==> config.mk <==
export PLATFORM = sky130hd
export DESIGN_NAME = bridge_ctrl
export DESIGN_NICKNAME = d
export VERILOG_FILES = /design/src/verilog/core_pkg.sv /design/src/verilog/bridge_ctrl.sv
export SDC_FILE = /design/constraint.sdc
export NUM_CORES = 1
export LEC_CHECK = 0
export ABC_AREA = 1
export BUFFER_PORTS_ARGS = -buffer_cell sky130_fd_sc_hd__buf_2
export CORE_MARGIN = 3
export CORE_UTILIZATION = 35
export DETAILED_ROUTE_END_ITERATION = 6
export GPL_ROUTABILITY_DRIVEN = 0
export PLACE_DENSITY = 0.73
export SETUP_SLACK_MARGIN = 0.02
export SLEW_MARGIN = 20
export SYNTH_ARGS = -nofsm -noshare
export SYNTH_HDL_FRONTEND = slang
export SYNTH_SLANG_ARGS = --single-unit
==> constraint.sdc <==
create_clock -name clk_74a -period 1.9 [get_ports clk_74a]
set_input_delay 0.19 -clock clk_74a [delete_from_list [all_inputs] [get_ports clk_74a]]
set_output_delay 0.19 -clock clk_74a [all_outputs]
set_load 0.1 [all_outputs]
==> src/verilog/core_pkg.sv <==
////////////////////////////////////////////////////////////
// core package
// bridge bus types, address regions, settings register map
// and the fixed save read latency
////////////////////////////////////////////////////////////

`default_nettype none

package core_pkg;

  typedef logic [31:0] bridge_addr_t;
  typedef logic [31:0] bridge_data_t;
  typedef logic [15:0] half_t;

  // turbo speed or master boost level
  typedef logic [1:0] speed_t;

  // top nibble of the bridge address
  typedef enum logic [3:0] {
    region_cart  = 4'h1,
    region_save  = 4'h2,
    region_other = 4'h0
  } region_e;

  // settings registers, by word address in the low region
  typedef enum logic [31:0] {
    reg_cart_download = 32'h0000_0000,
    reg_save_download = 32'h0000_0004,
    reg_sgx           = 32'h0000_0008,
    reg_reset         = 32'h0000_0050,
    reg_turbo_tap     = 32'h0000_0100,
    reg_button6       = 32'h0000_0104,
    reg_button1_speed = 32'h0000_0108,
    reg_button2_speed = 32'h0000_010C,
    reg_master_boost  = 32'h0000_0300,
    reg_adpcm_boost   = 32'h0000_0304,
    reg_cd_boost      = 32'h0000_0308
  } bridge_reg_e;

  // save read strobe to valid bridge read data, in cycles
  localparam int READ_LATENCY = 4;

endpackage

`default_nettype wire

==> src/verilog/bridge_ctrl.sv <==
////////////////////////////////////////////////////////////
// bridge control
// region decode of bridge strobes, settings registers,
// delayed core reset and the bridge read mux
////////////////////////////////////////////////////////////

`timescale 1ns/1ps
`default_nettype none

module bridge_ctrl #(
  parameter int RESET_DELAY = 1048576
) (
  input  wire                         clk_74a,
  input  wire                         pll_core_locked,
  input  wire core_pkg::bridge_addr_t bridge_addr,
  input  wire                         bridge_rd,
  input  wire                         bridge_wr,
  input  wire core_pkg::bridge_data_t bridge_wr_data,
  input  wire core_pkg::bridge_data_t save_rd_data,
  output core_pkg::bridge_data_t      bridge_rd_data,
  output logic                        cart_push,
  output logic                        save_push,
  output logic                        save_rd,
  output core_pkg::bridge_addr_t      push_addr,
  output core_pkg::bridge_data_t      push_data,
  output logic                        core_reset,
  output logic                        sgx,
  output logic                        cart_download,
  output logic                        save_download,
  output logic                        turbo_tap_enable,
  output logic                        button6_enable,
  output core_pkg::speed_t            button1_turbo_speed,
  output core_pkg::speed_t            button2_turbo_speed,
  output core_pkg::speed_t            master_audio_boost,
  output logic                        adpcm_audio_boost,
  output logic                        cd_audio_boost
);

  localparam int COUNT_WIDTH = $clog2(RESET_DELAY + 1);

  core_pkg::region_e      region;
  core_pkg::bridge_reg_e  wr_reg;
  logic                   reg_wr;
  logic [COUNT_WIDTH-1:0] reset_count;

  // top nibble selects the device
  always_comb begin
    case (bridge_addr[31:28])
      4'h1:    region = core_pkg::region_cart;
      4'h2:    region = core_pkg::region_save;
      default: region = core_pkg::region_other;
    endcase
  end

  // loaders see address and data in the strobe cycle
  assign cart_push = bridge_wr && region == core_pkg::region_cart;
  assign save_push = bridge_wr && region == core_pkg::region_save;
  assign save_rd   = bridge_rd && region == core_pkg::region_save;
  assign push_addr = bridge_addr;
  assign push_data = bridge_wr_data;

  // only save reads return data, the rest read as zero
  assign bridge_rd_data = (region == core_pkg::region_save) ? save_rd_data : '0;

  ////////////////////////////////////////////////////////////
  // settings and reset delay

  assign reg_wr = bridge_wr && region == core_pkg::region_other;
  assign wr_reg = core_pkg::bridge_reg_e'(bridge_addr);

  // held in reset while the pll is unlocked or the delay runs
  assign core_reset = !pll_core_locked || reset_count != '0;

  always_ff @(posedge clk_74a or negedge pll_core_locked) begin
    if (!pll_core_locked) begin
      reset_count         <= '0;
      sgx                 <= 1'b0;
      cart_download       <= 1'b0;
      save_download       <= 1'b0;
      turbo_tap_enable    <= 1'b0;
      button6_enable      <= 1'b0;
      button1_turbo_speed <= '0;
      button2_turbo_speed <= '0;
      master_audio_boost  <= '0;
      adpcm_audio_boost   <= 1'b0;
      cd_audio_boost      <= 1'b0;
    end else begin
      if (reset_count != '0) begin
        reset_count <= reset_count - COUNT_WIDTH'(1);
      end
      if (reg_wr) begin
        case (wr_reg)
          core_pkg::reg_cart_download: cart_download       <= bridge_wr_data[0];
          core_pkg::reg_save_download: save_download       <= bridge_wr_data[0];
          core_pkg::reg_sgx:           sgx                 <= bridge_wr_data[0];
          // a second write restarts the delay
          core_pkg::reg_reset:         reset_count         <= COUNT_WIDTH'(RESET_DELAY);
          core_pkg::reg_turbo_tap:     turbo_tap_enable    <= bridge_wr_data[0];
          core_pkg::reg_button6:       button6_enable      <= bridge_wr_data[0];
          core_pkg::reg_button1_speed: button1_turbo_speed <= bridge_wr_data[1:0];
          core_pkg::reg_button2_speed: button2_turbo_speed <= bridge_wr_data[1:0];
          core_pkg::reg_master_boost:  master_audio_boost  <= bridge_wr_data[1:0];
          core_pkg::reg_adpcm_boost:   adpcm_audio_boost   <= bridge_wr_data[0];
          core_pkg::reg_cd_boost:      cd_audio_boost      <= bridge_wr_data[0];
          default: ;
        endcase
      end
    end
  end

endmodule

`default_nettype wire

==> results.md, run 1 <==
* Status: completed
* IO buf count at 152
* Crit path kind: reg -> out
* Psw at 801 uW
* HP Class: in -> reg
* All-Layer GR Usage at 0.189
* DP Wirelength at 8000 um
* Post-Place Cells at 688
* Die area at 9960 um^2
* Boundary Pins at 213
* Hold Vio Cnt, Final at 0
* Clock share of power at 0.375
* Clk_lat worst skew at 0.30 ns
* Initial antenna violation count at 0
* Overall die width at 99.8 um
* Post-Syn Area per Cell at 6.12 um^2
* Flop pwr share at 0.330
* Layout overhead on the synthesized area at 36.1%
* Gate power share at 0.295
* CTS Sinks at 34
* Worst Path Required at 1.71 ns
* Vias in the first global route at 3,116
* Row count at 33
* Max clock buf depth at 2
* # setup viols final at 0
* DR WL/cell at 13.7 um
* Multi-input gate area at 1430 um^2
* WL met1 at 3750 um
* Vias/cell at 4.61
* VDD IR-drop max at 0.000372 V
* ANT nets after route at 0
* Synthesized instance count at 503
* Ant diodes at 0
* CP startpoint kind: register
* Share of layout cells above drive strength 1 at 0.326
* Root Buffer: clkbuf_8
* CP max FO at 3
* DRC violations left at 0
* Flops & latches, synth at 34
* WL final at 9620 um
* CTS clk-pin slew, worst paths at 0.08 ns
* Cell Pwr Density at 523 nW/um^2
* Total chip power at 2190 uW
* Synthesized cell area at 3080 um^2
* Slew HR at 0.652
* NumNets Final at 697
* Crit path DAT at 1.61 ns
* Routed length on met2 at 5140 um
* Number of buffers created by CTS at 5
* DR iter-0 viols at 134
* Int Pwr at 1390 uW
* Final setup TNS at 0 ns
* Global-route wire length before repair at 15,000 um
* Yosys cell types at 22
* Hold WS at 0.208 ns
* Pre-Repair DR Iteration Count at 4
* FF+latch area at 851 um^2
* Final core utilization at 0.500
* Leakage Power at 0.00239 uW
* Minimum clock period after layout at 1.80 ns
* Measured slew at the worst slew-check pin at 0.526 ns
* Switch share at 0.366
* # H-tree levels at 2
* Initial Util at 0.367
* Post-synthesis sequential area ratio at 0.276
* Clock tree from TritonCTS: done
* Tcrit/Tclk final at 0.950
* Max Fclk at 554 MHz
* GRT overflow at 0
* Ys Warns at 0
* Die height at 99.8 um
* Core footprint at 8380 um^2
* Crit. End Element: primary output
* Met3 wire length at 592 um
* Syn Nets at 605
* Fillers at 855
* Max cap viols at 0
* Vias at 3,235
* Top layer in use: met4
* Skew final at 0.00253 ns
* Largest net degree at the start of global routing at 35
* Max-slew violations at 0
* Non-Filler Instances at 701
## cell usage after synthesis
library cell    n  share of area
clkbuf_1        2         0.0024
buf_4          66           0.16
nor2_8          1         0.0065
ha_1            2         0.0081
nand4_1        10          0.020
buf_1           2         0.0024
inv_1          79          0.096
nor2_2          8          0.016
inv_2           2         0.0024
nand3_4         1         0.0057
buf_2           2         0.0033
xor2_1          3         0.0085
nor3_1          4         0.0065
o21ai_1         1         0.0016
a21oi_2         2         0.0057
nand2_1       106           0.13
nand2_2         3         0.0061
nand3_1        41          0.067
dfrtp_1        34           0.28
a21oi_1        15          0.024
buf_6           2         0.0073
nor2_1        117           0.14
## layout by cell type, fill, tap and decap left out, types with 10 or more instances in the layout
master | Yosys | final
nor2_2 | 8 | 10
dfrtp_1 | 34 | 34
nor2_1 | 117 | 113
nand3_1 | 41 | 40
nand4_1 | 10 | 10
a21oi_1 | 15 | 15
nand2_1 | 106 | 103
buf_12 | 0 | 35
buf_2 | 2 | 117
inv_1 | 79 | 77
## state kept, by name, summed over array words and instances (netlist names)
| signal | cells |
|---|---|
| reset_count | 21 |
| button1_turbo_speed | 2 |
| button2_turbo_speed | 2 |
| master_audio_boost | 2 |
| adpcm_audio_boost | 1 |
| button6_enable | 1 |
| cart_download | 1 |
| cd_audio_boost | 1 |
| save_download | 1 |
| sgx | 1 |
| turbo_tap_enable | 1 |
## metrics by stage
stage	setup slack [ns]	area, um^2
final	0.0958	4190
after global routing	-0.00659	4190
after CTS	0.0301	4130
after detailed placement	0.217	3950
after global placement	0.249	3950
after floorplan	-0.195	3080
## cell families (layout without fill, tap and decap cells)
group,Yosys count,in the layout,share of synthesized area
AND/OR/NAND/NOR,291,291,0.400
buffers and inverters,155,248,0.275
flip-flops,34,34,0.276
AO/OA/AOI/OAI,18,18,0.0317
XOR/XNOR,3,3,0.00854
adder cells (fa/ha/maj),2,2,0.00813
## worst max-delay path: stages (launching register included)
cell     delay (ns)
dfrtp_1        0.41
inv_2          0.09
ha_4           0.14
nand2_2        0.07
nor2_4         0.12
nand3_2        0.11
nor2_2         0.14
nand2_2        0.08
buf_12         0.16
## cell type report
class	count	share of cell area
well taps	105	0.0314
repair buffers	159	0.320
flip-flops and latches	34	0.203
inverters	81	0.0726
multi-input cells	314	0.340
clock inverters	3	0.0164
clock buffers	5	0.0164
## power groups by stage
stage | Sequential (uW) | Combinational [uW] | Clock (uW)
global placement | 737 | 644 | 0
CTS | 723 | 651 | 828
finish | 723 | 645 | 822
floorplan | 738 | 789 | 0
detailed placement | 737 | 648 | 0
global route | 723 | 674 | 872
## worst paths after layout
path | from | end | slack (ns) | depth (start not counted)
min in group asynchronous | pll_core_locked | reset_count[0] | 0.49 | 3
hold reg to reg | cd_audio_boost | cd_audio_boost | 0.47 | 2
hold / removal | bridge_wr_data[1] | button1_turbo_speed[1] | 0.21 | 3
setup reg to reg | reset_count[1] | reset_count[18] | 0.22 | 9
setup / recovery | reset_count[1] | core_reset | 0.1 | 8
max in group asynchronous | pll_core_locked | reset_count[7] | 1.10 | 3
## repair_timing
item,CTS,global route
pin swaps,1,6
endpoints found under the setup margin,1,1
buffers inserted,0,4
hold buffers,1,0
endpoints found under the hold margin,34,0
resized for setup,8,10
## routing by layer
layer / vias up / GRT usage
met5: - / 0
met2: 107 / 0.352
met1: 1474 / 0.214
li1: 1631 / -
met3: 23 / 0.0431
met4: 0 / 0.0504
(Power assumes the default switching activity.)
==> inputs of run 2 (changes only) <==
--- a/config.mk
+++ b/config.mk
@@ -13,7 +13,6 @@
 export GPL_ROUTABILITY_DRIVEN = 0
 export PLACE_DENSITY = 0.73
 export SETUP_SLACK_MARGIN = 0.02
-export SLEW_MARGIN = 20
 export SYNTH_ARGS = -nofsm -noshare
 export SYNTH_HDL_FRONTEND = slang
 export SYNTH_SLANG_ARGS = --single-unit
==> constraint.sdc (replaced) <==
create_clock -name clk_74a -period 1.9 [get_ports clk_74a]
set_input_delay 0 -clock clk_74a [delete_from_list [all_inputs] [get_ports clk_74a]]
set_output_delay 0 -clock clk_74a [all_outputs]
set_load 0.1 [all_outputs]
==> run 2 against run 1 <==
  * Register-to-register slack better by 0.02 ns
  * Cell area down 14%
  * Non-clock buffer count shrank 4
  * Clock power is 2% lower
  * Count of clock-buffer cells in the layout is the same
  * Combinational power shrank 6.4%
  * Routed wire length is 2.2% lower
  * Cell count down 0.57%
==> results.md, run 2 (synthesized netlist as in run 1, its figures left out) <==
* Status: completed
* Worst setup margin at 0.142 ns (+0.0458 ns)
* RSZ-0062 raised after global routing: false
* WL final at 9410 um (-2.2%)
* Post-route cell area at 3600 um^2 (-14%)
* Max-slew violations at 0 (unchanged)
* Skew final at 0.00488 ns (+0.00235 ns)
* Path depth of the worst reg2reg path at 9 (unchanged)
* Setup Buffers After CTS at 0 (unchanged)
* Crit path DAT at 1.76 ns (+0.15 ns)
* DRC violations left at 0 (unchanged)
* Number of buffers created by CTS at 5 (unchanged)
* Max Fclk at 569 MHz (+2.6%)
* Layout overhead on the synthesized area at 17.0%
* Die area at 9960 um^2 (unchanged)
* Cell Pwr Density at 591 nW/um^2 (+13%)
* Crit-path max cell delay at 0.40 ns (about the same)
* Fillers at 921 (+7.7%)
* Pre-Repair DR Iteration Count at 4 (unchanged)
* Boundary Pins at 213 (unchanged)
* CP delay by family, top: simple AND/OR/NAND/NOR gates
* # H-tree levels at 2 (unchanged)
* CP startpoint kind: register
* Clk_lat worst skew at 0.29 ns (about the same)
* Most used cell, CP: nand2_1
* VDD IR-drop max at 0.000391 V (+5.1%)
* Row count at 33 (unchanged)
* NumNets Final at 693 (-0.57%)
* Crit path buf inv count at 2 (unchanged)
* Slowest-stage cell, CP: dfrtp_1
* Tcrit/Tclk final at 0.925 (-0.0241)
* DP Wirelength at 7910 um (-1.1%)
* CTS clk-pin slew, worst paths at 0.07 ns (about the same)
* All-Layer GR Usage at 0.184 (-0.00417)
* Slew HR at 0.648 (-0.00402)
* IO buf count at 152 (unchanged)
* Vias at 3,309 (+2.3%)
* Die height at 99.8 um (unchanged)
* Number of flip-flops in the largest register at 21 (unchanged)
* ANT nets after route at 0 (unchanged)
* CTS Sinks at 34 (unchanged)
* Largest net degree at the start of global routing at 35 (unchanged)
* Minimum clock period after layout at 1.76 ns (-0.0458 ns)
* Final setup TNS at 0 ns (unchanged)
* Initial Util at 0.367 (unchanged)
* Critical Path Stages at 8 (unchanged)
* DR WL/cell at 13.5 um (-1.7%)
* Commonest non-fill, non-tap cell in the layout: buf_2
* # setup viols final at 0 (unchanged)
* Post-Place Worst Slack at 0.244 ns (+0.0275 ns)
* Share of layout cells above drive strength 1 at 0.302 (-0.0231)
* Critical path, cell by cell: inv_1 -> ha_1 -> nand2_1 -> nor2_4 -> nand3_1 -> nor2_1 -> nand2_1 -> buf_6
* HP Class: in -> out
* Measured slew at the worst slew-check pin at 0.532 ns (+0.00608 ns)
* Initial antenna violation count at 0 (unchanged)
* Vias/cell at 4.75 (+2.9%)
* Crit path kind: reg -> out
* Root Buffer: clkbuf_8
* Top reg by flops: reset_count
* Crit. End Element: primary output
* Worst Path Required at 1.90 ns (+0.19 ns)
* Global-route wire length before repair at 14,700 um (-2.3%)
* Hold WS at 0.0000336 ns (-0.207 ns)
* GRT overflow at 0 (unchanged)
* Most frequent cells in the layout: buf_2 (151), nor2_1 (117), nand2_1 (106)
* Worst Hold Path Cells at 0 (-3)
* Hold Vio Cnt, Final at 0 (unchanged)
* Core footprint at 8380 um^2 (unchanged)
* Clock tree from TritonCTS: done
* Max cap viols at 0 (unchanged)
* Overall die width at 99.8 um (unchanged)
* Ant diodes at 0 (unchanged)
* Placed Area at 3440 um^2 (-13%)
* DR iter-0 viols at 223 (+66%)
* Leakage Power at 0.00227 uW (-5.1%)
* CP max FO at 3 (unchanged)
* Max clock buf depth at 2 (unchanged)
* Vias in the first global route at 3,037 (-2.5%)
run 2: worst register-to-register path, stage by stage, from the launching register on:
cell     delay (ns)
dfrtp_1        0.40
inv_1          0.11
ha_1           0.23
nand2_1        0.14
nor2_2         0.23
nand2_1        0.10
nor2_1         0.16
nand3_1        0.09
nand2_1        0.07
nor2_1         0.05
run 2: power breakdown:
part	total, uW	switching (uW)	internal (uW)
Combinational	604	499	105
Sequential	723	0.00194	723
Clock	803	277	525
run 2: layout make-up:
class	instances	area, um^2	share of cell area
Inverter	81	304	0.0844
Multi-Input combinational cell	314	1390	0.385
Clock buffer	5	68.8	0.0191
Timing Repair Buffer	155	792	0.220
Clock inverter	3	68.8	0.0191
Sequential cell	34	851	0.236
Tap cell	105	131	0.0365
run 2: timing repair:
| action | in CTS | in global routing |
|---|---|---|
| hold endpoints to repair | 34 | 0 |
| hold buffers | 1 | 0 |
| resized for setup | 0 | 4 |
| setup endpoints to repair | 0 | 1 |
run 2: layer usage:
layer | vias up | global-route usage | wire length (um)
met1 | 1552 | 0.213 | 3690
met5 | - | 0 | 0
met2 | 104 | 0.334 | 4810
met3 | 26 | 0.0403 | 658
li1 | 1627 | - | -
met4 | 0 | 0.0641 | 250
run 2: final timing paths:
path                                   startpoint                     end  slack [ns]
setup / recovery                   reset_count[0]              core_reset        0.14
hold / removal                 bridge_wr_data[17]           push_data[17]     0.00003
setup reg to reg                   reset_count[0]         reset_count[18]        0.24
hold reg to reg            button2_turbo_speed[0]  button2_turbo_speed[0]        0.48
max in group asynchronous         pll_core_locked         reset_count[18]        1.30
min in group asynchronous         pll_core_locked          reset_count[0]        0.30
run 2: per-stage QoR:
stage,total power [uW],cells,util
2_1_floorplan,1530,503,-
3_3_place_gp,1340,688,0.411
5_1_grt,2210,697,0.430
3_5_place_dp,1340,688,0.411
4_1_cts,2150,697,0.428
6_report,2130,697,0.430
