<file path="src/verilog/core_pkg.sv">
////////////////////////////////////////////////////////////
// core package
// bridge bus types, address regions, settings register map
// and the fixed save read latency
////////////////////////////////////////////////////////////

`default_nettype none

package core_pkg;

  typedef logic [31:0] bridge_addr_t;
  typedef logic [31:0] bridge_data_t;
  typedef logic [15:0] half_t;

  // turbo speed or master boost level
  typedef logic [1:0] speed_t;

  // top nibble of the bridge address
  typedef enum logic [3:0] {
    region_cart  = 4'h1,
    region_save  = 4'h2,
    region_other = 4'h0
  } region_e;

  // settings registers, by word address in the low region
  typedef enum logic [31:0] {
    reg_cart_download = 32'h0000_0000,
    reg_save_download = 32'h0000_0004,
    reg_sgx           = 32'h0000_0008,
    reg_reset         = 32'h0000_0050,
    reg_turbo_tap     = 32'h0000_0100,
    reg_button6       = 32'h0000_0104,
    reg_button1_speed = 32'h0000_0108,
    reg_button2_speed = 32'h0000_010C,
    reg_master_boost  = 32'h0000_0300,
    reg_adpcm_boost   = 32'h0000_0304,
    reg_cd_boost      = 32'h0000_0308
  } bridge_reg_e;

  // save read strobe to valid bridge read data, in cycles
  localparam int READ_LATENCY = 4;

endpackage

`default_nettype wire

</file>
<file path="src/verilog/data_loader.sv">
////////////////////////////////////////////////////////////
// data loader
// four-word queue of bridge writes, each word split into
// two halfword writes spaced WRITE_GAP cycles apart
////////////////////////////////////////////////////////////

`timescale 1ns/1ps
`default_nettype none

module data_loader #(
  parameter int ADDR_WIDTH = 24,
  parameter int WRITE_GAP  = 32
) (
  input  wire                         clk_74a,
  input  wire                         pll_core_locked,
  input  wire                         push,
  input  wire core_pkg::bridge_addr_t push_addr,
  input  wire core_pkg::bridge_data_t push_data,
  output logic                        write_en,
  output logic [ADDR_WIDTH-1:0]       write_addr,
  output core_pkg::half_t             write_data
);

  localparam int TIMER_WIDTH = $clog2(WRITE_GAP);

  typedef enum logic [1:0] {
    st_idle,
    st_upper,
    st_gap,
    st_lower
  } state_e;

  state_e                 state;
  logic [TIMER_WIDTH-1:0] timer;
  logic                   lower_done;
  logic [ADDR_WIDTH-1:0]  cur_addr;
  core_pkg::bridge_data_t cur_data;
  logic [ADDR_WIDTH-1:0]  q_addr [4];
  core_pkg::bridge_data_t q_data [4];
  logic [1:0]             wr_ptr;
  logic [1:0]             rd_ptr;
  logic [2:0]             q_count;
  logic                   full;
  logic                   accept;
  logic                   gap_done;
  logic                   pop;

  assign full     = q_count == 3'd4;
  assign accept   = push && !full;
  assign gap_done = state == st_gap && timer == '0;
  // next word starts from idle or right after the trailing gap
  assign pop = q_count != 3'd0 && (state == st_idle || (gap_done && lower_done));

  always_ff @(posedge clk_74a) begin
    if (accept) begin
      q_addr[wr_ptr] <= push_addr[ADDR_WIDTH-1:0];
      q_data[wr_ptr] <= push_data;
    end
    if (pop) begin
      cur_addr <= q_addr[rd_ptr];
      cur_data <= q_data[rd_ptr];
    end
  end

  always_ff @(posedge clk_74a or negedge pll_core_locked) begin
    if (!pll_core_locked) begin
      wr_ptr     <= '0;
      rd_ptr     <= '0;
      q_count    <= '0;
      state      <= st_idle;
      timer      <= '0;
      lower_done <= 1'b0;
    end else begin
      if (accept) wr_ptr <= wr_ptr + 2'd1;
      if (pop) rd_ptr <= rd_ptr + 2'd1;
      if (accept && !pop) q_count <= q_count + 3'd1;
      else if (pop && !accept) q_count <= q_count - 3'd1;
      if (timer != '0) timer <= timer - TIMER_WIDTH'(1);
      // the pulse cycle plus WRITE_GAP-1 gap cycles between pulses
      case (state)
        st_idle: if (pop) state <= st_upper;
        st_upper: begin
          state      <= st_gap;
          timer      <= TIMER_WIDTH'(WRITE_GAP - 2);
          lower_done <= 1'b0;
        end
        st_gap: begin
          if (gap_done) begin
            if (!lower_done) state <= st_lower;
            else if (pop) state <= st_upper;
            else state <= st_idle;
          end
        end
        st_lower: begin
          state      <= st_gap;
          timer      <= TIMER_WIDTH'(WRITE_GAP - 2);
          lower_done <= 1'b1;
        end
      endcase
    end
  end

  // big-endian, upper halfword first
  assign write_en   = state == st_upper || state == st_lower;
  assign write_addr = (state == st_lower) ? cur_addr + ADDR_WIDTH'(2) : cur_addr;
  assign write_data = (state == st_lower) ? cur_data[15:0] : cur_data[31:16];

endmodule

`default_nettype wire

</file>
<file path="config.mk">
export PLATFORM = sky130hd
export DESIGN_NAME = data_loader
export DESIGN_NICKNAME = d
export VERILOG_FILES = /design/src/verilog/core_pkg.sv /design/src/verilog/data_loader.sv
export SDC_FILE = /design/constraint.sdc
export NUM_CORES = 1
export LEC_CHECK = 0
export ABC_AREA = 1
export BUFFER_PORTS_ARGS = -buffer_cell sky130_fd_sc_hd__buf_2
export CAP_MARGIN = 10
export CORE_ASPECT_RATIO = 0.9
export CORE_MARGIN = 2
export CORE_UTILIZATION = 59
export CTS_CLUSTER_SIZE = 40
export DETAILED_ROUTE_END_ITERATION = 10
export PLACE_DENSITY = 0.82
export SYNTH_ARGS = -nofsm -noshare
export SYNTH_HDL_FRONTEND = slang
export SYNTH_SLANG_ARGS = --single-unit
</file>
<file path="constraint.sdc">
create_clock -name clk_74a -period 4.5 [get_ports clk_74a]
set_input_delay 0.225 -clock clk_74a [delete_from_list [all_inputs] [get_ports clk_74a]]
set_output_delay 0.225 -clock clk_74a [all_outputs]
set_load 0.03 [all_outputs]
</file>
==> summary.md, run 1 <==
| Metric | Value |
|---|---|
| Critical Path AT | 2.59 ns |
| Die extent in y | 137 um |
| Final setup TNS | 0 ns |
| Total grt overflow | 0 |
| Worst Tran Pin Value | 1.12 ns |
| Drt pass-1 iters | 5 |
| # setup viols final | 0 |
| Die Width | 152 um |
| Max H-tree Level | 1 |
| Setup Skew | 0.0123 ns |
| Clock Tree Buf Depth | 3 |
| Gr usage total | 0.220 |
| Slew headroom | 0.254 |
| Dpl hpwl | 12800 um |
| Min cycle time layout | 2.82 ns |
| CTS tree | built |
| Routed WL per cell | 17.8 um |
| Clock Pin Slew Worst Setup and Hold Paths | 0.07 ns |
| Hold crit path type | input port to async pin |
| Largest net degree at the start of global routing | 114 |
| Run status | complete, no violations |
| Via density | 5.56 |
| Total Die Area | 0.0209 mm^2 |
| Nets | 1103 |
| Max-Cap Viols | 0 |
| Final Non-Filler Cells | 1295 |
| Clock latency at the later pin of the worst-skew pair | 0.53 ns |
| Leakage | 4.90 nW |
| Core Rows | 48 |
| Cts bufs inserted | 27 |
| Synth cell types | 35 |
| # resized after CTS | 0 |
| GP Congestion | 0.839 |
| Unrepaired setup endpoints after global routing | false |
| Reg2Reg Depth | 7 |
| IO Pins | 108 |
| Initial antenna violation count | 1 |
| Max-slew violations | 0 |
| Pwr Density | 458 mW/mm^2 |
| # clock sinks | 295 |
| Worst setup EP type | output port |
| Yosys warns | 0 |
| Layout cells sized above 1 | 0.157 |
| Worst R2R Start | timer[0]$_DFFE_PN0P_ |
| Synth Area per Inst | 13.3 um^2 |
| Worst Path Max Fanout | 21 |
| Peak VDD IR | 0.436 mV |
| Seq/Total Area, Yosys | 0.754 |
| Initial DRC Count | 500 |
| Fin. Hold Viols | 0 |
| Vias | 7204 |
| DRT antenna net count | 0 |
| I/O Buffers | 99 |
| Critical Path RT | 4.28 ns |
| Setup slack, reg-to-reg | 1.93 ns |
| RR Endpoint | cur_data[2]$_DFFE_PP_ |
| Synth Cell Area | 0.0117 mm^2 |
| Setup crit start kind | flop |
| Area growth, synth to finish | 17.5% |
| Hold-fix buffers, CTS | 57 |
| Fmax | 355 MHz |
| Post-CTS Setup Inserts | 0 |
| Mapped Cells | 875 |
| CORE AREA | 0.0193 mm^2 |
| Syn_nets | 951 |
| Fin crit share | 0.626 |
| Starting Density | 0.604 |
| Drt drc | 0 |
| Vias in the first global route | 7229 |
| Setup CP Type | flop to output port |
| Final wirelength | 23100 um |
| Clock root buffer | clkbuf_16 |
| First-pass GRT wire length | 35800 um |
| Inst Count DP | 1191 |
| #FFs+latches synth | 295 |
-- cell usage in the layout, fill, tap and decap left out, drive strengths merged --
| cell type | n |
|---|---|
| edfxtp | 280 |
| fa | 1 |
| o31ai | 2 |
| o211ai | 1 |
| xor2 | 9 |
| inv | 51 |
| buf | 109 |
| clkbuf | 38 |
| nor2 | 138 |
| o21a | 1 |
| mux2 | 1 |
| diode | 1 |
| nor3 | 4 |
| dfrtp | 15 |
| bufinv | 1 |
| nand4 | 4 |
| a22oi | 1 |
| o21ai | 118 |
| nand2 | 112 |
| dlygate4sd3 | 57 |
| a21oi | 5 |
| or2 | 1 |
| o22ai | 56 |
| nand3 | 16 |
| clkinv | 7 |
| ha | 8 |
| xnor2 | 8 |
-- cells by family (layout without fill, tap and decap cells) --
group,Yosys count,in the layout,share of synthesized area
adder cells (fa/ha/maj),9,9,0.0103
AND/OR/NAND/NOR,275,275,0.0980
multiplexers,1,1,0.000966
AO/OA/AOI/OAI,184,184,0.0861
buffers and inverters,94,263,0.0379
XOR/XNOR,17,17,0.0128
other,0,1,0
flip-flops,295,295,0.754
-- routing by layer --
metal	vias to the layer above	GRT usage	wire length, um
met5	-	0	0
met1	3491	0.263	9140
met3	51	0.0365	1470
met2	231	0.409	12000
met4	0	0.0763	552
li1	3431	-	-
-- worst max path at each step --
stage	from	to	slack, ns	cells after the start
floorplan	wr_ptr[0]$_DFFE_PN0P_	q_addr[2][0]$_DFFE_PP_	1.03	4
global placement	timer[0]$_DFFE_PN0P_	cur_data[4]$_DFFE_PP_	2.00	7
finish	state[0]$_DFFE_PN0P_	write_addr[14]	1.68	9
global route	state[0]$_DFFE_PN0P_	write_addr[14]	1.47	9
detailed placement	timer[0]$_DFFE_PN0P_	cur_data[4]$_DFFE_PP_	1.93	7
CTS	state[0]$_DFFE_PN0P_	write_addr[14]	1.66	9
-- power breakdown --
part / switching (mW) / internal, mW / leakage, nW
clock: 0.909 / 1.16 / 0.376
combinational: 0.425 / 0.187 / 1.81
sequential: 0.0971 / 3.49 / 2.72
-- synth_stat cells, drive strengths merged --
cell	n	area share
a21oi	5	0.0021
a22oi	1	0.00064
buf	20	0.014
clkbuf	23	0.0076
clkinv	1	0.00043
dfrtp	15	0.032
edfxtp	280	0.72
fa	1	0.0017
ha	8	0.0086
inv	50	0.016
mux2	1	0.00097
nand2	112	0.037
nand3	16	0.0082
nand4	4	0.0021
nor2	138	0.047
nor3	4	0.0021
o211ai	1	0.00064
o21a	1	0.00064
o21ai	118	0.051
o22ai	56	0.030
o31ai	2	0.0013
or2	1	0.00075
xnor2	8	0.0060
xor2	9	0.0068
-- metrics by stage --
stage | instance area (um^2) | worst slack (ns) | utilization | hold WS [ns] | power, mW
3_5_place_dp | 12300 | 1.93 | 0.640 | 0.150 | 4.22
5_1_grt | 13700 | 1.47 | 0.710 | 0.156 | 6.49
6_report | 13700 | 1.68 | 0.710 | 0.120 | 6.27
2_1_floorplan | 11700 | 1.03 | - | -0.0706 | 3.98
3_3_place_gp | 12300 | 2.00 | 0.640 | 0.144 | 4.18
4_1_cts | 13700 | 1.66 | 0.710 | 0.128 | 6.30
-- final cells by class --
type	instances	area, um^2
clock buffer	38	717
timing repair buffer	166	1150
inverter	51	195
tap	250	313
multi-input combinational	486	2460
sequential	295	8790
antenna	1	2.50
fill	1262	5590
clock inverter	8	62.6
-- state kept, by name, indices dropped and copies added (netlist names) --
name	count
cur_addr	24
cur_data	32
lower_done	1
q_addr	96
q_count	3
q_data	128
rd_ptr	2
state	2
timer	5
wr_ptr	2
-- worst max-delay path, cell delays in order (launching register included) --
cell      delay [ns]
dfrtp_1         0.52
nand2_4         0.27
clkinv_2        0.36
nand2_2         0.17
nor2_4          0.24
nand2_1         0.07
nand2_1         0.06
inv_1           0.04
nor2_1          0.11
buf_2           0.21
No activity file was read; power rests on OpenSTA's default activity.
==> run 2: changes to the inputs <==
==> constraint.sdc (replaced) <==
create_clock -name clk_74a -period 2.7 [get_ports clk_74a]
set_input_delay 0.135 -clock clk_74a [delete_from_list [all_inputs] [get_ports clk_74a]]
set_output_delay 0.135 -clock clk_74a [all_outputs]
set_load 0.03 [all_outputs]
==> run 2 against run 1 <==
  * Core utilization is 1.3 points higher
  * Die area stayed put
  * Combinational power is 72% higher
  * First-iteration DRC count is 52% higher
  * Register-to-register slack worse by 1.5 ns
  * Global-route usage is 1.3 points higher
  * Cell area is 1.8% higher
  * Power is 77% higher
  * Sequential cell count stayed put
  * Via count is 3.3% higher
  * Largest power group unchanged
==> summary.md, run 2 (same netlist as run 1, synthesis figures left out) <==
| Metric | Value |
|---|---|
| Run status | complete, no violations |
| Unrepaired setup endpoints after global routing | false |
| Setup crit start kind | flop |
| Vias | 7439 (+3.3%) |
| Vias in the first global route | 7438 (+2.9%) |
| Fin crit share | 0.872 |
| Clock root buffer | clkbuf_16 |
| Clock latency at the later pin of the worst-skew pair | 0.54 ns (about the same) |
| CTS tree | built |
| Largest net degree at the start of global routing | 57 (-50%) |
| Critical Path AT | 2.22 ns (-0.37 ns) |
| Max-slew violations | 0 (unchanged) |
| Setup Skew | 0.0179 ns (+0.00553 ns) |
| DRT antenna net count | 0 (unchanged) |
| First-pass GRT wire length | 37900 um (+6.0%) |
| Pwr Density | 794 mW/mm^2 (+73%) |
| Worst setup EP type | output port |
| Peak VDD IR | 0.675 mV (+55%) |
| Slew headroom | 0.636 (+0.383) |
| Biggest regs | q_data: 128 flops, q_addr: 96 flops, cur_data: 32 flops |
| Commonest non-fill, non-tap cell in the layout | edfxtp_1 |
| Drt pass-1 iters | 7 (+2) |
| Setup slack, reg-to-reg | 0.46 ns (-1.47 ns) |
| ANT cells | 0 (-1) |
| Fin. Hold Viols | 0 (unchanged) |
| Max FFs per register | 128 (unchanged) |
| Total grt overflow | 0 (unchanged) |
| Worst Tran Pin Value | 0.545 ns (-0.574 ns) |
| Clock Pin Slew Worst Setup and Hold Paths | 0.06 ns (about the same) |
| Total Die Area | 0.0209 mm^2 (unchanged) |
| CORE AREA | 0.0193 mm^2 (unchanged) |
| Via density | 5.69 (+2.2%) |
| Initial antenna violation count | 0 (-1) |
| RR Endpoint | q_count[1]$_DFFE_PN0P_ |
| GP Congestion | 0.805 (-4.0%) |
| Leakage | 5.03 nW (+2.7%) |
| Most frequent cells in the layout | edfxtp_1 (280), nor2_1 (128), o21ai_0 (114) |
| Layout cells sized above 1 | 0.172 (+0.0149) |
| Critical path cell sequence | nand2_4 > clkinv_2 > nand2_2 > nor2_4 > nand2_1 > nand2_1 > inv_1 > nor2_1 > buf_2 |
| Post-CTS Setup Inserts | 0 (unchanged) |
| Max H-tree Level | 1 (unchanged) |
| Min cycle time layout | 2.35 ns |
| Worst R2R Start | timer[0]$_DFFE_PN0P_ |
| CP max stage cell | dfrtp_1 |
| # clock sinks | 295 (unchanged) |
| Fillers | 1182 (-6.3%) |
| Inst Count DP | 1200 (+0.76%) |
| Final Non-Filler Cells | 1308 (+1.0%) |
| Sequential cell area | 0.00879 mm^2 (unchanged) |
| Cts bufs inserted | 28 (+3.7%) |
| Setup CP Type | flop to output port |
| Die Width | 152 um (unchanged) |
| Final wirelength | 24300 um (+5.2%) |
| Reg2Reg Depth | 9 (+2) |
| Reg with most FFs | q_data |
| Clock Tree Buf Depth | 3 (unchanged) |
| Critical Path RT | 2.57 ns (-1.71 ns) |
| Gr usage total | 0.233 (+0.0127) |
| Area growth, synth to finish | 19.6% |
| Max-Cap Viols | 0 (unchanged) |
| Critical path's largest stage delay | 0.51 ns (about the same) |
| Die extent in y | 137 um (unchanged) |
| # resized after CTS | 0 (unchanged) |
| Worst Path Max Fanout | 21 (unchanged) |
| Routed WL per cell | 18.6 um (+4.2%) |
| # setup viols final | 0 (unchanged) |
| Area occupied by multi-input gates | 0.00246 mm^2 (unchanged) |
| I/O Buffers | 99 (unchanged) |
| Hold crit path type | input port to async pin |
| Starting Density | 0.604 (unchanged) |
| Drt drc | 0 (unchanged) |
| Initial DRC Count | 761 (+52%) |
| Worst hold slack | 0.0434 ns (-0.0769 ns) |
| Fmax | 425 MHz |
| IO Pins | 108 (unchanged) |
| Most frequent CP cell | nand2_1 |
| Nets | 1113 (+0.91%) |
| Core Rows | 48 (unchanged) |
| Dpl hpwl | 13400 um (+4.8%) |
run 2: cell count changes in the layout (fill, tap and decap cells not counted), sizes merged:
cell and change:
buf +9, bufinv +3, clkbuf +3, diode -1
inv -1
run 2: repair_timing:
item,in CTS,in global routing
endpoints found under the hold margin,239,0
hold buffers,57,0
endpoints found under the setup margin,0,0
run 2: worst max path at each step:
stage | cells after the start | slack (ns) | endpoint | start
2_1_floorplan | 4 | -0.77 | q_addr[2][0]$_DFFE_PP_ | wr_ptr[0]$_DFFE_PN0P_
3_3_place_gp | 9 | 0.54 | q_count[1]$_DFFE_PN0P_ | timer[0]$_DFFE_PN0P_
3_5_place_dp | 11 | 0.51 | q_count[2]$_DFFE_PN0P_ | timer[0]$_DFFE_PN0P_
4_1_cts | 9 | 0.32 | write_addr[14] | state[0]$_DFFE_PN0P_
5_1_grt | 8 | 0.07 | write_addr[18] | state[0]$_DFFE_PN0P_
6_report | 9 | 0.35 | write_addr[14] | state[0]$_DFFE_PN0P_
run 2: per-stage QoR:
stage               cell area (um^2)  TNS [ns]  power, mW  setup WS, ns  utilization
floorplan                      11700   -171.57       6.64        -0.770            -
global placement               12400         0       7.00         0.542        0.644
detailed placement             12400         0       7.05         0.513        0.644
CTS                            13900         0       11.1         0.321        0.723
global route                   13900         0       11.4        0.0731        0.723
finish                         13900         0       11.1         0.346        0.723
run 2: cell type report:
cell class              count  area share
well taps                 250      0.0224
inverters                  51      0.0140
clock inverters            10      0.0105
clock buffers              41      0.0575
repair buffers            175      0.0885
multi-input cells         486       0.176
flip-flops and latches    295       0.631
run 2: worst max-delay path: cells and delay by family (launching register included):
| family | cells | cell delay, ns |
|---|---|---|
| flip-flops | 1 | 0.51 |
| buffers and inverters | 3 | 0.39 |
| AND/OR/NAND/NOR | 6 | 0.79 |
run 2: routing by layer:
layer	global-route usage	vias to the layer above	wire [um]
met2	0.430	345	12700
met4	0.0722	0	540
met3	0.0299	43	1680
met1	0.291	3596	9450
li1	-	3455	-
met5	0	-	0
run 2: power by group:
group          internal (mW)  total [mW]  switching (mW)
sequential              5.82        5.99           0.168
clock                   2.43        4.03            1.60
combinational          0.325        1.05           0.728
