**src/verilog/core_pkg.sv**
```systemverilog
////////////////////////////////////////////////////////////
// core package
// bridge bus types, address regions, settings register map
// and the fixed save read latency
////////////////////////////////////////////////////////////

`default_nettype none

package core_pkg;

  typedef logic [31:0] bridge_addr_t;
  typedef logic [31:0] bridge_data_t;
  typedef logic [15:0] half_t;

  // turbo speed or master boost level
  typedef logic [1:0] speed_t;

  // top nibble of the bridge address
  typedef enum logic [3:0] {
    region_cart  = 4'h1,
    region_save  = 4'h2,
    region_other = 4'h0
  } region_e;

  // settings registers, by word address in the low region
  typedef enum logic [31:0] {
    reg_cart_download = 32'h0000_0000,
    reg_save_download = 32'h0000_0004,
    reg_sgx           = 32'h0000_0008,
    reg_reset         = 32'h0000_0050,
    reg_turbo_tap     = 32'h0000_0100,
    reg_button6       = 32'h0000_0104,
    reg_button1_speed = 32'h0000_0108,
    reg_button2_speed = 32'h0000_010C,
    reg_master_boost  = 32'h0000_0300,
    reg_adpcm_boost   = 32'h0000_0304,
    reg_cd_boost      = 32'h0000_0308
  } bridge_reg_e;

  // save read strobe to valid bridge read data, in cycles
  localparam int READ_LATENCY = 4;

endpackage

`default_nettype wire

```
**src/verilog/save_unloader.sv**
```systemverilog
////////////////////////////////////////////////////////////
// save unloader
// reads two halfwords from the save buffer per bridge read
// and holds the assembled word for the read mux
////////////////////////////////////////////////////////////

`timescale 1ns/1ps
`default_nettype none

module save_unloader #(
  parameter int SAVE_ADDR_WIDTH = 10
) (
  input  wire                         clk_74a,
  input  wire                         pll_core_locked,
  input  wire                         save_rd,
  input  wire core_pkg::bridge_addr_t rd_addr,
  input  wire core_pkg::half_t        buf_q,
  output logic [SAVE_ADDR_WIDTH:0]    buf_raddr,
  output core_pkg::bridge_data_t      save_rd_data
);

  localparam int PHASE_WIDTH = $clog2(core_pkg::READ_LATENCY);

  // phase counts down from READ_LATENCY-1 after the strobe
  localparam logic [PHASE_WIDTH-1:0] PH_LOWER_ADDR = PHASE_WIDTH'(core_pkg::READ_LATENCY - 1);
  localparam logic [PHASE_WIDTH-1:0] PH_UPPER_DATA = PHASE_WIDTH'(core_pkg::READ_LATENCY - 2);
  localparam logic [PHASE_WIDTH-1:0] PH_LOWER_DATA = PHASE_WIDTH'(1);

  logic [PHASE_WIDTH-1:0] phase;
  core_pkg::half_t        upper_half;

  always_ff @(posedge clk_74a) begin
    if (phase == PH_UPPER_DATA) upper_half <= buf_q;
  end

  always_ff @(posedge clk_74a or negedge pll_core_locked) begin
    if (!pll_core_locked) begin
      phase        <= '0;
      buf_raddr    <= '0;
      save_rd_data <= '0;
    end else if (save_rd) begin
      phase     <= PH_LOWER_ADDR;
      buf_raddr <= {rd_addr[SAVE_ADDR_WIDTH:2], 2'b00};
    end else begin
      if (phase != '0) phase <= phase - PHASE_WIDTH'(1);
      // lower halfword sits at word address plus 2
      if (phase == PH_LOWER_ADDR) buf_raddr[1] <= 1'b1;
      if (phase == PH_LOWER_DATA) save_rd_data <= {upper_half, buf_q};
    end
  end

endmodule

`default_nettype wire
```
**config.mk**
```make
export PLATFORM = sky130hd
export DESIGN_NAME = save_unloader
export DESIGN_NICKNAME = d
export VERILOG_FILES = /design/src/verilog/core_pkg.sv /design/src/verilog/save_unloader.sv
export SDC_FILE = /design/constraint.sdc
export NUM_CORES = 1
export LEC_CHECK = 0
export BUFFER_PORTS_ARGS = -buffer_cell sky130_fd_sc_hd__clkbuf_2
export CAP_MARGIN = 30
export CORE_AREA = 4 4 79 81
export DETAILED_ROUTE_END_ITERATION = 6
export DIE_AREA = 0 0 83 85
export GPL_TIMING_DRIVEN = 0
export PLACE_DENSITY = 0.73
export SYNTH_ARGS = -nofsm -noshare
export SYNTH_HDL_FRONTEND = slang
export SYNTH_SLANG_ARGS = --single-unit
```
**constraint.sdc**
```tcl
create_clock -name clk_74a -period 1.3 [get_ports clk_74a]
set_input_delay 0.26 -clock clk_74a [delete_from_list [all_inputs] [get_ports clk_74a]]
set_output_delay 0.26 -clock clk_74a [all_outputs]
set_load 0.01 [all_outputs]
```
==> impl_metrics.env, run 1 <==
export IMPL_finalCriticalPeriod_ps=1482
export IMPL_cts_root_buf="clkbuf_8"
export IMPL_cts_max_path_buffers=2
export IMPL_status="finished, violations left"
export IMPL_synth_area_top_cells="dfrtp_1, edfxtp_1, mux2_4"
export IMPL_fin_util_pct=58.00
export IMPL_htreeDepth=3
export IMPL_ant_nets=0
export IMPL_grt_setup_unrepaired="true"
export IMPL_clock_skew_ps=6.411
export IMPL_tns_ps=-5272
export IMPL_synth_net_count=176
export IMPL_avgSynthCellArea_um2=19.14
export IMPL_finalPower_uw=6992
export IMPL_synth_area_um2=2316
export IMPL_post_dp_hpwl_mm=3.078
export IMPL_worst_setup_path_end_kind="register"
export IMPL_cp_start_kind="register"
export IMPL_power_density_nw_per_um2=2203
export IMPL_ys_warn_count=0
export IMPL_syn_inst=121
export IMPL_boundaryPins=94
export IMPL_clock_sinks=60
export IMPL_drc=0
export IMPL_violations="negative setup slack"
export IMPL_gpl_final_weighted_congestion=0.7033
export IMPL_finalMaxSlewViolations=0
export IMPL_synth_most_common_cell="dfrtp_1"
export IMPL_die_w_um=83
export IMPL_yosysTopAreaCell="dfrtp_1"
export IMPL_wl_per_cell_um=15.73
export IMPL_yosysSeqAreaShare_pct=68.29
export IMPL_setup_violations_final=32
export IMPL_syn_to_final_growth_pct=37.06
export IMPL_overflow=0
export IMPL_diodes=0
export IMPL_path_class="reg -> reg"
export IMPL_hold_violations=0
export IMPL_drtIter0Drc=33
export IMPL_grt_pass1_vias=1396
export IMPL_drive_above_1_share_pct=68.35
export IMPL_finalWirelength_mm=4.561
export IMPL_grt_pass1_wl_mm=7.072
export IMPL_placement_rows=27
export IMPL_vias=1318
export IMPL_antenna_found_initial=0
export IMPL_post_route_period_util_pct=114.0
export IMPL_nNetsFinal=268
export IMPL_die_h_um=85
export IMPL_start_util_pct=42.32
export IMPL_cts_tree="done"
export IMPL_holdCritPathClass="in -> reg"
export IMPL_synthTopCellsByCount="dfrtp_1, mux2_4, edfxtp_1, mux2_2"
export IMPL_synth_top_area_share_pct=47.54
export IMPL_first_pass_iters=3
export IMPL_cp_required_ps=1510
export IMPL_multi_input_area_um2=718.2
export IMPL_gr_usage_all_layers_pct=13.02
export IMPL_ys_seq_elements=60
export IMPL_numPortBuffers=69
export IMPL_fmax_mhz=674.6
export IMPL_insertion_delay_ps=320
export IMPL_ys_async_sr_fraction_pct=73.33
export IMPL_fillCellCount=458
export IMPL_synth_flop_cell="dfrtp_1"
export IMPL_die_area_um2=7055
export IMPL_via_per_inst=4.545
export IMPL_clk_pin_slew_ps=60
export IMPL_leakagePower_uw=0.001503
export IMPL_fin_ws_ps=-182.4
export IMPL_worstPathArrival_ps=1690
export IMPL_ys_types=15
export IMPL_grt_max_degree=32
export IMPL_coreArea_um2=5473
export IMPL_seqCellArea_um2=1582
export IMPL_hold_ws_ps=130.6
export IMPL_synth_edf_count=16
export IMPL_crit_fanout=10
export IMPL_cts_buffers=9
export IMPL_ir_worst_vdd_v=0.0008110
export IMPL_max_cap_violations=0
final timing paths:
path	startpoint	to	slack [ps]	cells after the start
setup / recovery	phase[1]$_DFFE_PN0P_	save_rd_data[15]$_DFFE_PN0P_	-180	6
hold / removal	buf_q[1]	upper_half[1]$_DFFE_PN_	130	1
setup reg to reg	phase[1]$_DFFE_PN0P_	save_rd_data[15]$_DFFE_PN0P_	-180	6
hold reg to reg	upper_half[1]$_DFFE_PN_	save_rd_data[17]$_DFFE_PN0P_	480	1
max in group asynchronous	pll_core_locked	buf_raddr[3]$_DFFE_PN0P_	410	3
min in group asynchronous	pll_core_locked	save_rd_data[26]$_DFFE_PN0P_	390	2
layer usage:
layer	share of wire (%)	global-route usage, %
met4	1.9	7.132
met1	45	16.21
met5	0	0
met3	7.5	5.146
met2	46	19.46
worst max-delay path, stage by stage (launching register included):
cell     delay (ps)
dfrtp_1         410
inv_2            90
ha_4            120
nor2b_4         140
buf_8           150
buf_12          160
mux2_4          310
where the power goes:
group | leakage, uW | switching [uW] | internal [uW] | total [uW]
clock network | 0.000109 | 693 | 976 | 1670
registers | 0.000672 | 348 | 2610 | 2960
logic | 0.000722 | 953 | 1410 | 2360
total | 0.00150 | 1990 | 5000 | 6990
what timing repair did:
item                                    CTS  global route
hold buffers                              1             0
endpoints found under the setup margin   48            49
resized for setup                        12             4
cloned                                    0             1
buffers inserted                          6             3
pin swaps                                 0             2
endpoints found under the hold margin    13             0
flip-flops by register name (all words and copies together) (netlist names):
register	cells
save_rd_data	32
upper_half	16
buf_raddr	10
phase	2
stage by stage:
step                cell area (um2)  std cells  worst slack, ps
floorplan                      2330        121           -105.3
global placement               2765        262           -260.7
detailed placement             2785        263           -292.7
CTS                            3097        286           -134.3
global route                   3174        290           -232.0
finish                         3174        290           -182.4
layout by cell type, fill, tap and decap left out, drive strengths merged, types with 2 or more instances in the layout:
| master | Yosys | final |
|---|---|---|
| edfxtp | 16 | 16 |
| mux2 | 41 | 41 |
| clkinv | 0 | 4 |
| clkbuf | 0 | 81 |
| ha | 4 | 4 |
| buf | 6 | 16 |
| dfrtp | 44 | 44 |
| nor2 | 3 | 3 |
| inv | 2 | 2 |
final cells by class:
class | instances | share of cell area (%)
Tap cell | 72 | 2.838
Sequential cell | 60 | 49.82
Multi-Input combinational cell | 53 | 22.63
Clock inverter | 5 | 1.577
Timing Repair Buffer | 81 | 15.37
Clock buffer | 11 | 4.769
Inverter | 2 | 0.2365
Buffer | 6 | 2.759
kinds of logic after synthesis:
kind of cell | Yosys count | synth area share (%)
buf+inv | 8 | 2.809
flops | 60 | 68.29
xor+xnor | 1 | 0.3782
other cells | 1 | 0.1619
mux | 41 | 24.80
compound gates | 1 | 0.3782
simple gates | 5 | 1.027
fa+ha+maj | 4 | 2.161
Power figures use the tool's default switching activity.
==> run 2, diff against run 1 <==
--- a/config.mk
+++ b/config.mk
@@ -12,6 +12,8 @@
 export DIE_AREA = 0 0 83 85
 export GPL_TIMING_DRIVEN = 0
 export PLACE_DENSITY = 0.73
+export RECOVER_POWER = 100
 export SYNTH_ARGS = -nofsm -noshare
 export SYNTH_HDL_FRONTEND = slang
 export SYNTH_SLANG_ARGS = --single-unit
+export TNS_END_PERCENT = 5
==> impl_metrics.env, run 2 (synthesized netlist as in run 1, its figures left out) <==
export IMPL_grt_setup_unrepaired="true"
export IMPL_grt_pass1_wl_mm=6.934
export IMPL_post_route_period_util_pct=113.3
export IMPL_start_util_pct=42.32
export IMPL_ff2ff_path_depth=6
export IMPL_syn_to_final_growth_pct=33.77
export IMPL_min_to="upper_half[14]$_DFFE_PN_"
export IMPL_grt_pass1_vias=1372
export IMPL_cell_internal_pwr_uw=4828
export IMPL_finalCriticalPeriod_ps=1473
export IMPL_tns_ps=-4897
export IMPL_violations="negative setup slack"
export IMPL_pwr_share_seq_pct=43.4
export IMPL_power_density_nw_per_um2=2195
export IMPL_boundaryPins=94
export IMPL_swShare_pct=28.98
export IMPL_vias=1326
export IMPL_die_area_um2=7055
export IMPL_clock_skew_ps=4.043
export IMPL_reg_largest_list="save_rd_data (32), upper_half (16), buf_raddr (10)"
export IMPL_max_cap_violations=0
export IMPL_cts_root_buf="clkbuf_8"
export IMPL_first_pass_iters=6
export IMPL_grt_max_degree=32
export IMPL_cts_buffers=9
export IMPL_htreeDepth=3
export IMPL_clk_pin_slew_ps=70
export IMPL_finalMaxSlewViolations=0
export IMPL_clkPwrFrac_pct=24.5
export IMPL_diodes=0
export IMPL_coreArea_um2=5473
export IMPL_antenna_found_initial=0
export IMPL_slew_headroom_pct=44.44
export IMPL_setup_violations_final=33
export IMPL_layout_common_cells="clkbuf_1, dfrtp_1, mux2_4"
export IMPL_nNetsFinal=267
export IMPL_overflow=0
export IMPL_cp_start_kind="register"
export IMPL_fin_util_pct=56.61
export IMPL_cp_required_ps=1510
export IMPL_power_frac_comb_pct=32.0
export IMPL_clock_sinks=60
export IMPL_finalPower_uw=6799
export IMPL_die_w_um=83
export IMPL_holdCritPathClass="in -> reg"
export IMPL_hold_violations=0
export IMPL_hold_depth=1
export IMPL_path_class="reg -> reg"
export IMPL_gpl_final_weighted_congestion=0.7033
export IMPL_hp_start="buf_q[14]"
export IMPL_drtIter0Drc=28
export IMPL_drc=0
export IMPL_drive_above_1_share_pct=40.55
export IMPL_ir_worst_vdd_v=0.0007710
export IMPL_placement_rows=27
export IMPL_finalWirelength_mm=4.551
export IMPL_ant_nets=0
export IMPL_wl_per_cell_um=15.75
export IMPL_hold_ws_ps=132.4
export IMPL_fmax_mhz=678.8
export IMPL_largest_reg_flops=32
export IMPL_r2r_start="phase[1]$_DFFE_PN0P_"
export IMPL_insertion_delay_ps=320
export IMPL_rr_endpoint="save_rd_data[6]$_DFFE_PN0P_"
export IMPL_regMostFlops="save_rd_data"
export IMPL_regToRegSetupSlack_ps=-170
export IMPL_leakagePower_uw=0.001330
export IMPL_worst_setup_path_end_kind="register"
export IMPL_post_dp_hpwl_mm=3.078
export IMPL_gr_usage_all_layers_pct=12.73
export IMPL_final_common_cell="clkbuf_1"
export IMPL_via_per_inst=4.588
export IMPL_cts_max_path_buffers=2
export IMPL_post_place_ws_ps=-292.7
export IMPL_fin_ws_ps=-173.1
export IMPL_cts_tree="done"
export IMPL_fillCellCount=474
export IMPL_p_sw_uw=1971
export IMPL_worstPathArrival_ps=1680
export IMPL_die_h_um=85
export IMPL_max_slew_worst_pin_slew_ps=833.4
export IMPL_numPortBuffers=69
export IMPL_status="finished, violations left"
export IMPL_crit_fanout=8
-- run 2: how the worst max path moves through the flow --
stage                               from                      endpoint  slack (ps)  cells after the start
floorplan           phase[0]$_DFFE_PN0P_   save_rd_data[0]$_DFFE_PN0P_        -110                      5
global placement    phase[0]$_DFFE_PN0P_       upper_half[6]$_DFFE_PN_        -260                      2
detailed placement  phase[0]$_DFFE_PN0P_       upper_half[9]$_DFFE_PN_        -290                      2
CTS                 phase[1]$_DFFE_PN0P_   save_rd_data[8]$_DFFE_PN0P_        -150                      6
global route        phase[1]$_DFFE_PN0P_  save_rd_data[10]$_DFFE_PN0P_        -220                      6
finish              phase[1]$_DFFE_PN0P_   save_rd_data[6]$_DFFE_PN0P_        -170                      6
-- run 2: power groups by stage --
| stage | Sequential (uW) | Clock, uW | Combinational [uW] |
|---|---|---|---|
| 2_1_floorplan | 3210 | 0 | 1060 |
| 3_3_place_gp | 2970 | 0 | 2060 |
| 3_5_place_dp | 3000 | 0 | 2120 |
| 4_1_cts | 2960 | 1720 | 2230 |
| 5_1_grt | 3030 | 1810 | 2340 |
| 6_report | 2950 | 1670 | 2180 |
-- run 2: final cells by class --
class                   instances  area [um2]  share of cell area [%]
flip-flops and latches         60        1582                   51.05
multi-input cells              53       701.9                   22.66
repair buffers                 80       422.9                   13.65
clock buffers                  11       151.4                   4.887
plain buffers                   6       92.59                   2.989
well taps                      72       90.09                   2.908
clock inverters                 5       50.05                   1.616
inverters                       2       7.507                  0.2423
-- run 2: worst max-delay path, cell delays in order, from the launching register on --
cell and delay, ps:
dfrtp_1 400, inv_2 80, ha_4 120, nor2b_4 160, buf_12 160, clkbuf_16 160
mux2_4 290
-- run 2: layer usage --
metal  track usage [%]  vias up  routed length (um)
li1                  -      611                   -
met1             15.91      650                1973
met2             18.59       56                2108
met3             5.437        9                 382
met4             7.132        0                  87
met5                 0        -                   0
-- run 2: stage by stage --
step           cells  cell area (um2)
4_1_cts          283             3052
3_5_place_dp     263             2785
2_1_floorplan    121             2330
6_report         289             3098
3_3_place_gp     262             2765
5_1_grt          289             3098
-- run 2: what timing repair did --
item	CTS	global route
hold buffers	1	0
pin swaps	0	1
endpoints found under the setup margin	48	41
resized for setup	7	5
hold endpoints to repair	13	0
buffers inserted	3	3
cloned	0	3
==> run 3, diff against run 2 <==
--- a/config.mk
+++ b/config.mk
@@ -7,9 +7,9 @@
 export LEC_CHECK = 0
 export BUFFER_PORTS_ARGS = -buffer_cell sky130_fd_sc_hd__clkbuf_2
 export CAP_MARGIN = 30
-export CORE_AREA = 4 4 79 81
+export CORE_AREA = 4 4 88 73
 export DETAILED_ROUTE_END_ITERATION = 6
-export DIE_AREA = 0 0 83 85
+export DIE_AREA = 0 0 92 77
 export GPL_TIMING_DRIVEN = 0
 export PLACE_DENSITY = 0.73
 export RECOVER_POWER = 100
==> impl_metrics.env, run 3 (synthesized netlist as in run 1, its figures left out) <==
export IMPL_placement_rows=24
export IMPL_final_common_cell="clkbuf_2"
export IMPL_worst_setup_path_end_kind="register"
export IMPL_gr_usage_all_layers_pct=13.62
export IMPL_grt_pass1_wl_mm=7.314
export IMPL_regMostFlops="save_rd_data"
export IMPL_clkPwrFrac_pct=25.2
export IMPL_fmax_mhz=691.1
export IMPL_cell_internal_pwr_uw=5050
export IMPL_post_dp_hpwl_mm=3.076
export IMPL_violations="negative setup slack"
export IMPL_hold_violations=0
export IMPL_via_per_inst=4.527
export IMPL_grt_setup_unrepaired="true"
export IMPL_finalMaxSlewViolations=0
export IMPL_swShare_pct=28.25
export IMPL_crit_fanout=8
export IMPL_cts_tree="done"
export IMPL_htreeDepth=3
export IMPL_seqCellArea_um2=1582
export IMPL_cp_required_ps=1520
export IMPL_cp_start_kind="register"
export IMPL_syn_to_final_growth_pct=35.87
export IMPL_numPortBuffers=69
export IMPL_fin_ws_ps=-147.1
export IMPL_cts_buffers=9
export IMPL_post_place_cells=269
export IMPL_instances_no_fill=292
export IMPL_post_dp_cell_area_um2=2793
export IMPL_cts_max_path_buffers=2
export IMPL_leakagePower_uw=0.001440
export IMPL_die_w_um=92
export IMPL_pwr_share_seq_pct=42.3
export IMPL_gpl_final_weighted_congestion=0.6614
export IMPL_overflow=0
export IMPL_power_density_nw_per_um2=2237
export IMPL_setup_violations_final=32
export IMPL_grt_pass1_vias=1430
export IMPL_vias=1322
export IMPL_cts_root_buf="clkbuf_8"
export IMPL_diodes=0
export IMPL_status="finished, violations left"
export IMPL_finalCriticalPeriod_ps=1447
export IMPL_clock_skew_ps=12.10
export IMPL_boundaryPins=94
export IMPL_path_class="reg -> reg"
export IMPL_drtIter0Drc=57
export IMPL_clock_sinks=60
export IMPL_insertion_delay_ps=340
export IMPL_p_sw_uw=1988
export IMPL_ant_nets=0
export IMPL_grt_max_degree=26
export IMPL_die_h_um=77
export IMPL_worstPathArrival_ps=1660
export IMPL_coreArea_um2=5465
export IMPL_die_area_um2=7084
export IMPL_layout_common_cells="clkbuf_2, dfrtp_1, mux2_4"
export IMPL_drc=0
export IMPL_multi_input_area_um2=714.4
export IMPL_largest_reg_flops=32
export IMPL_finalWirelength_mm=4.503
export IMPL_finalPower_uw=7039
export IMPL_drive_above_1_share_pct=60.28
export IMPL_nNetsFinal=264
export IMPL_reg_largest_list="save_rd_data (32), upper_half (16), buf_raddr (10)"
export IMPL_antenna_found_initial=0
export IMPL_power_frac_comb_pct=32.6
export IMPL_max_cap_violations=0
export IMPL_fillCellCount=465
export IMPL_wl_per_cell_um=15.42
export IMPL_holdCritPathClass="in -> reg"
export IMPL_clk_pin_slew_ps=70
export IMPL_first_pass_iters=4
export IMPL_start_util_pct=42.38
export IMPL_ir_worst_vdd_v=0.001016
export IMPL_design_area_um2=3147
export IMPL_post_route_period_util_pct=111.3
run 3: cell types whose count changed in the layout (fill, tap and decap cells not counted):
cell	delta
buf_12	-1
buf_4	-2
bufinv_16	+1
clkbuf_1	-43
clkbuf_2	+45
clkbuf_8	-2
clkinv_2	-2
clkinvlp_4	+1
ha_1	-1
ha_4	+1
run 3: through the flow:
step                worst slack [ps]  setup TNS (ps)  utilization (%)  hold WS, ps
floorplan                     -105.3           -3656                -       -35.59
global placement              -306.0          -10370            50.73        457.4
detailed placement            -293.4          -10540            51.10        267.8
CTS                           -140.6           -3807            55.98        93.66
global route                  -206.7           -5851            57.58        79.04
finish                        -147.1           -3837            57.58        112.5
run 3: path summary, 6_finish.rpt:
check / start / to / slack (ps) / cells past startpoint
worst min register to register: upper_half[13]$_DFFE_PN_ / save_rd_data[29]$_DFFE_PN0P_ / 460 / 1
min in group asynchronous: pll_core_locked / save_rd_data[26]$_DFFE_PN0P_ / 430 / 2
max in group asynchronous: pll_core_locked / buf_raddr[5]$_DFFE_PN0P_ / 140 / 3
worst max register to register: phase[1]$_DFFE_PN0P_ / save_rd_data[19]$_DFFE_PN0P_ / -150 / 6
worst min-delay path: buf_q[11] / upper_half[11]$_DFFE_PN_ / 110 / 1
worst max-delay path: phase[1]$_DFFE_PN0P_ / save_rd_data[19]$_DFFE_PN0P_ / -150 / 6
run 3: power groups by stage:
stage | Combinational (uW) | Clock (uW) | Sequential (uW)
final | 2290 | 1770 | 2970
after global routing | 2460 | 1910 | 3060
after CTS | 2210 | 1820 | 2980
after detailed placement | 2110 | 0 | 3020
after global placement | 2060 | 0 | 2990
after floorplan | 1060 | 0 | 3210
run 3: repair_timing:
action,4_1_cts,5_1_grt
resized for setup,7,5
hold endpoints to repair,19,0
buffers inserted,2,1
gates cloned,0,3
hold buffers,1,0
setup endpoints to repair,48,32
run 3: metal layers:
layer | track usage, % | wire length, um | up-vias
li1 | - | - | 602
met1 | 17.46 | 2072 | 654
met2 | 19.39 | 1958 | 61
met3 | 7.926 | 412 | 5
met4 | 4.303 | 59 | 0
met5 | 0 | 0 | -
run 3: worst max-delay path: stages (launching register included):
cell and delay, ps:
dfrtp_1 390, inv_2 80, ha_4 120, nor2b_4 140, buf_12 150, clkbuf_16 160, mux2_4 290
run 3: area by class of cell:
cell class,count,share of cell area (%)
buffer,6,2.942
clock buffer,11,4.175
clock inverter,5,2.465
inverter,2,0.2386
multi-input combinational,53,22.70
sequential,60,50.26
tap,78,3.101
timing repair buffer,77,14.12
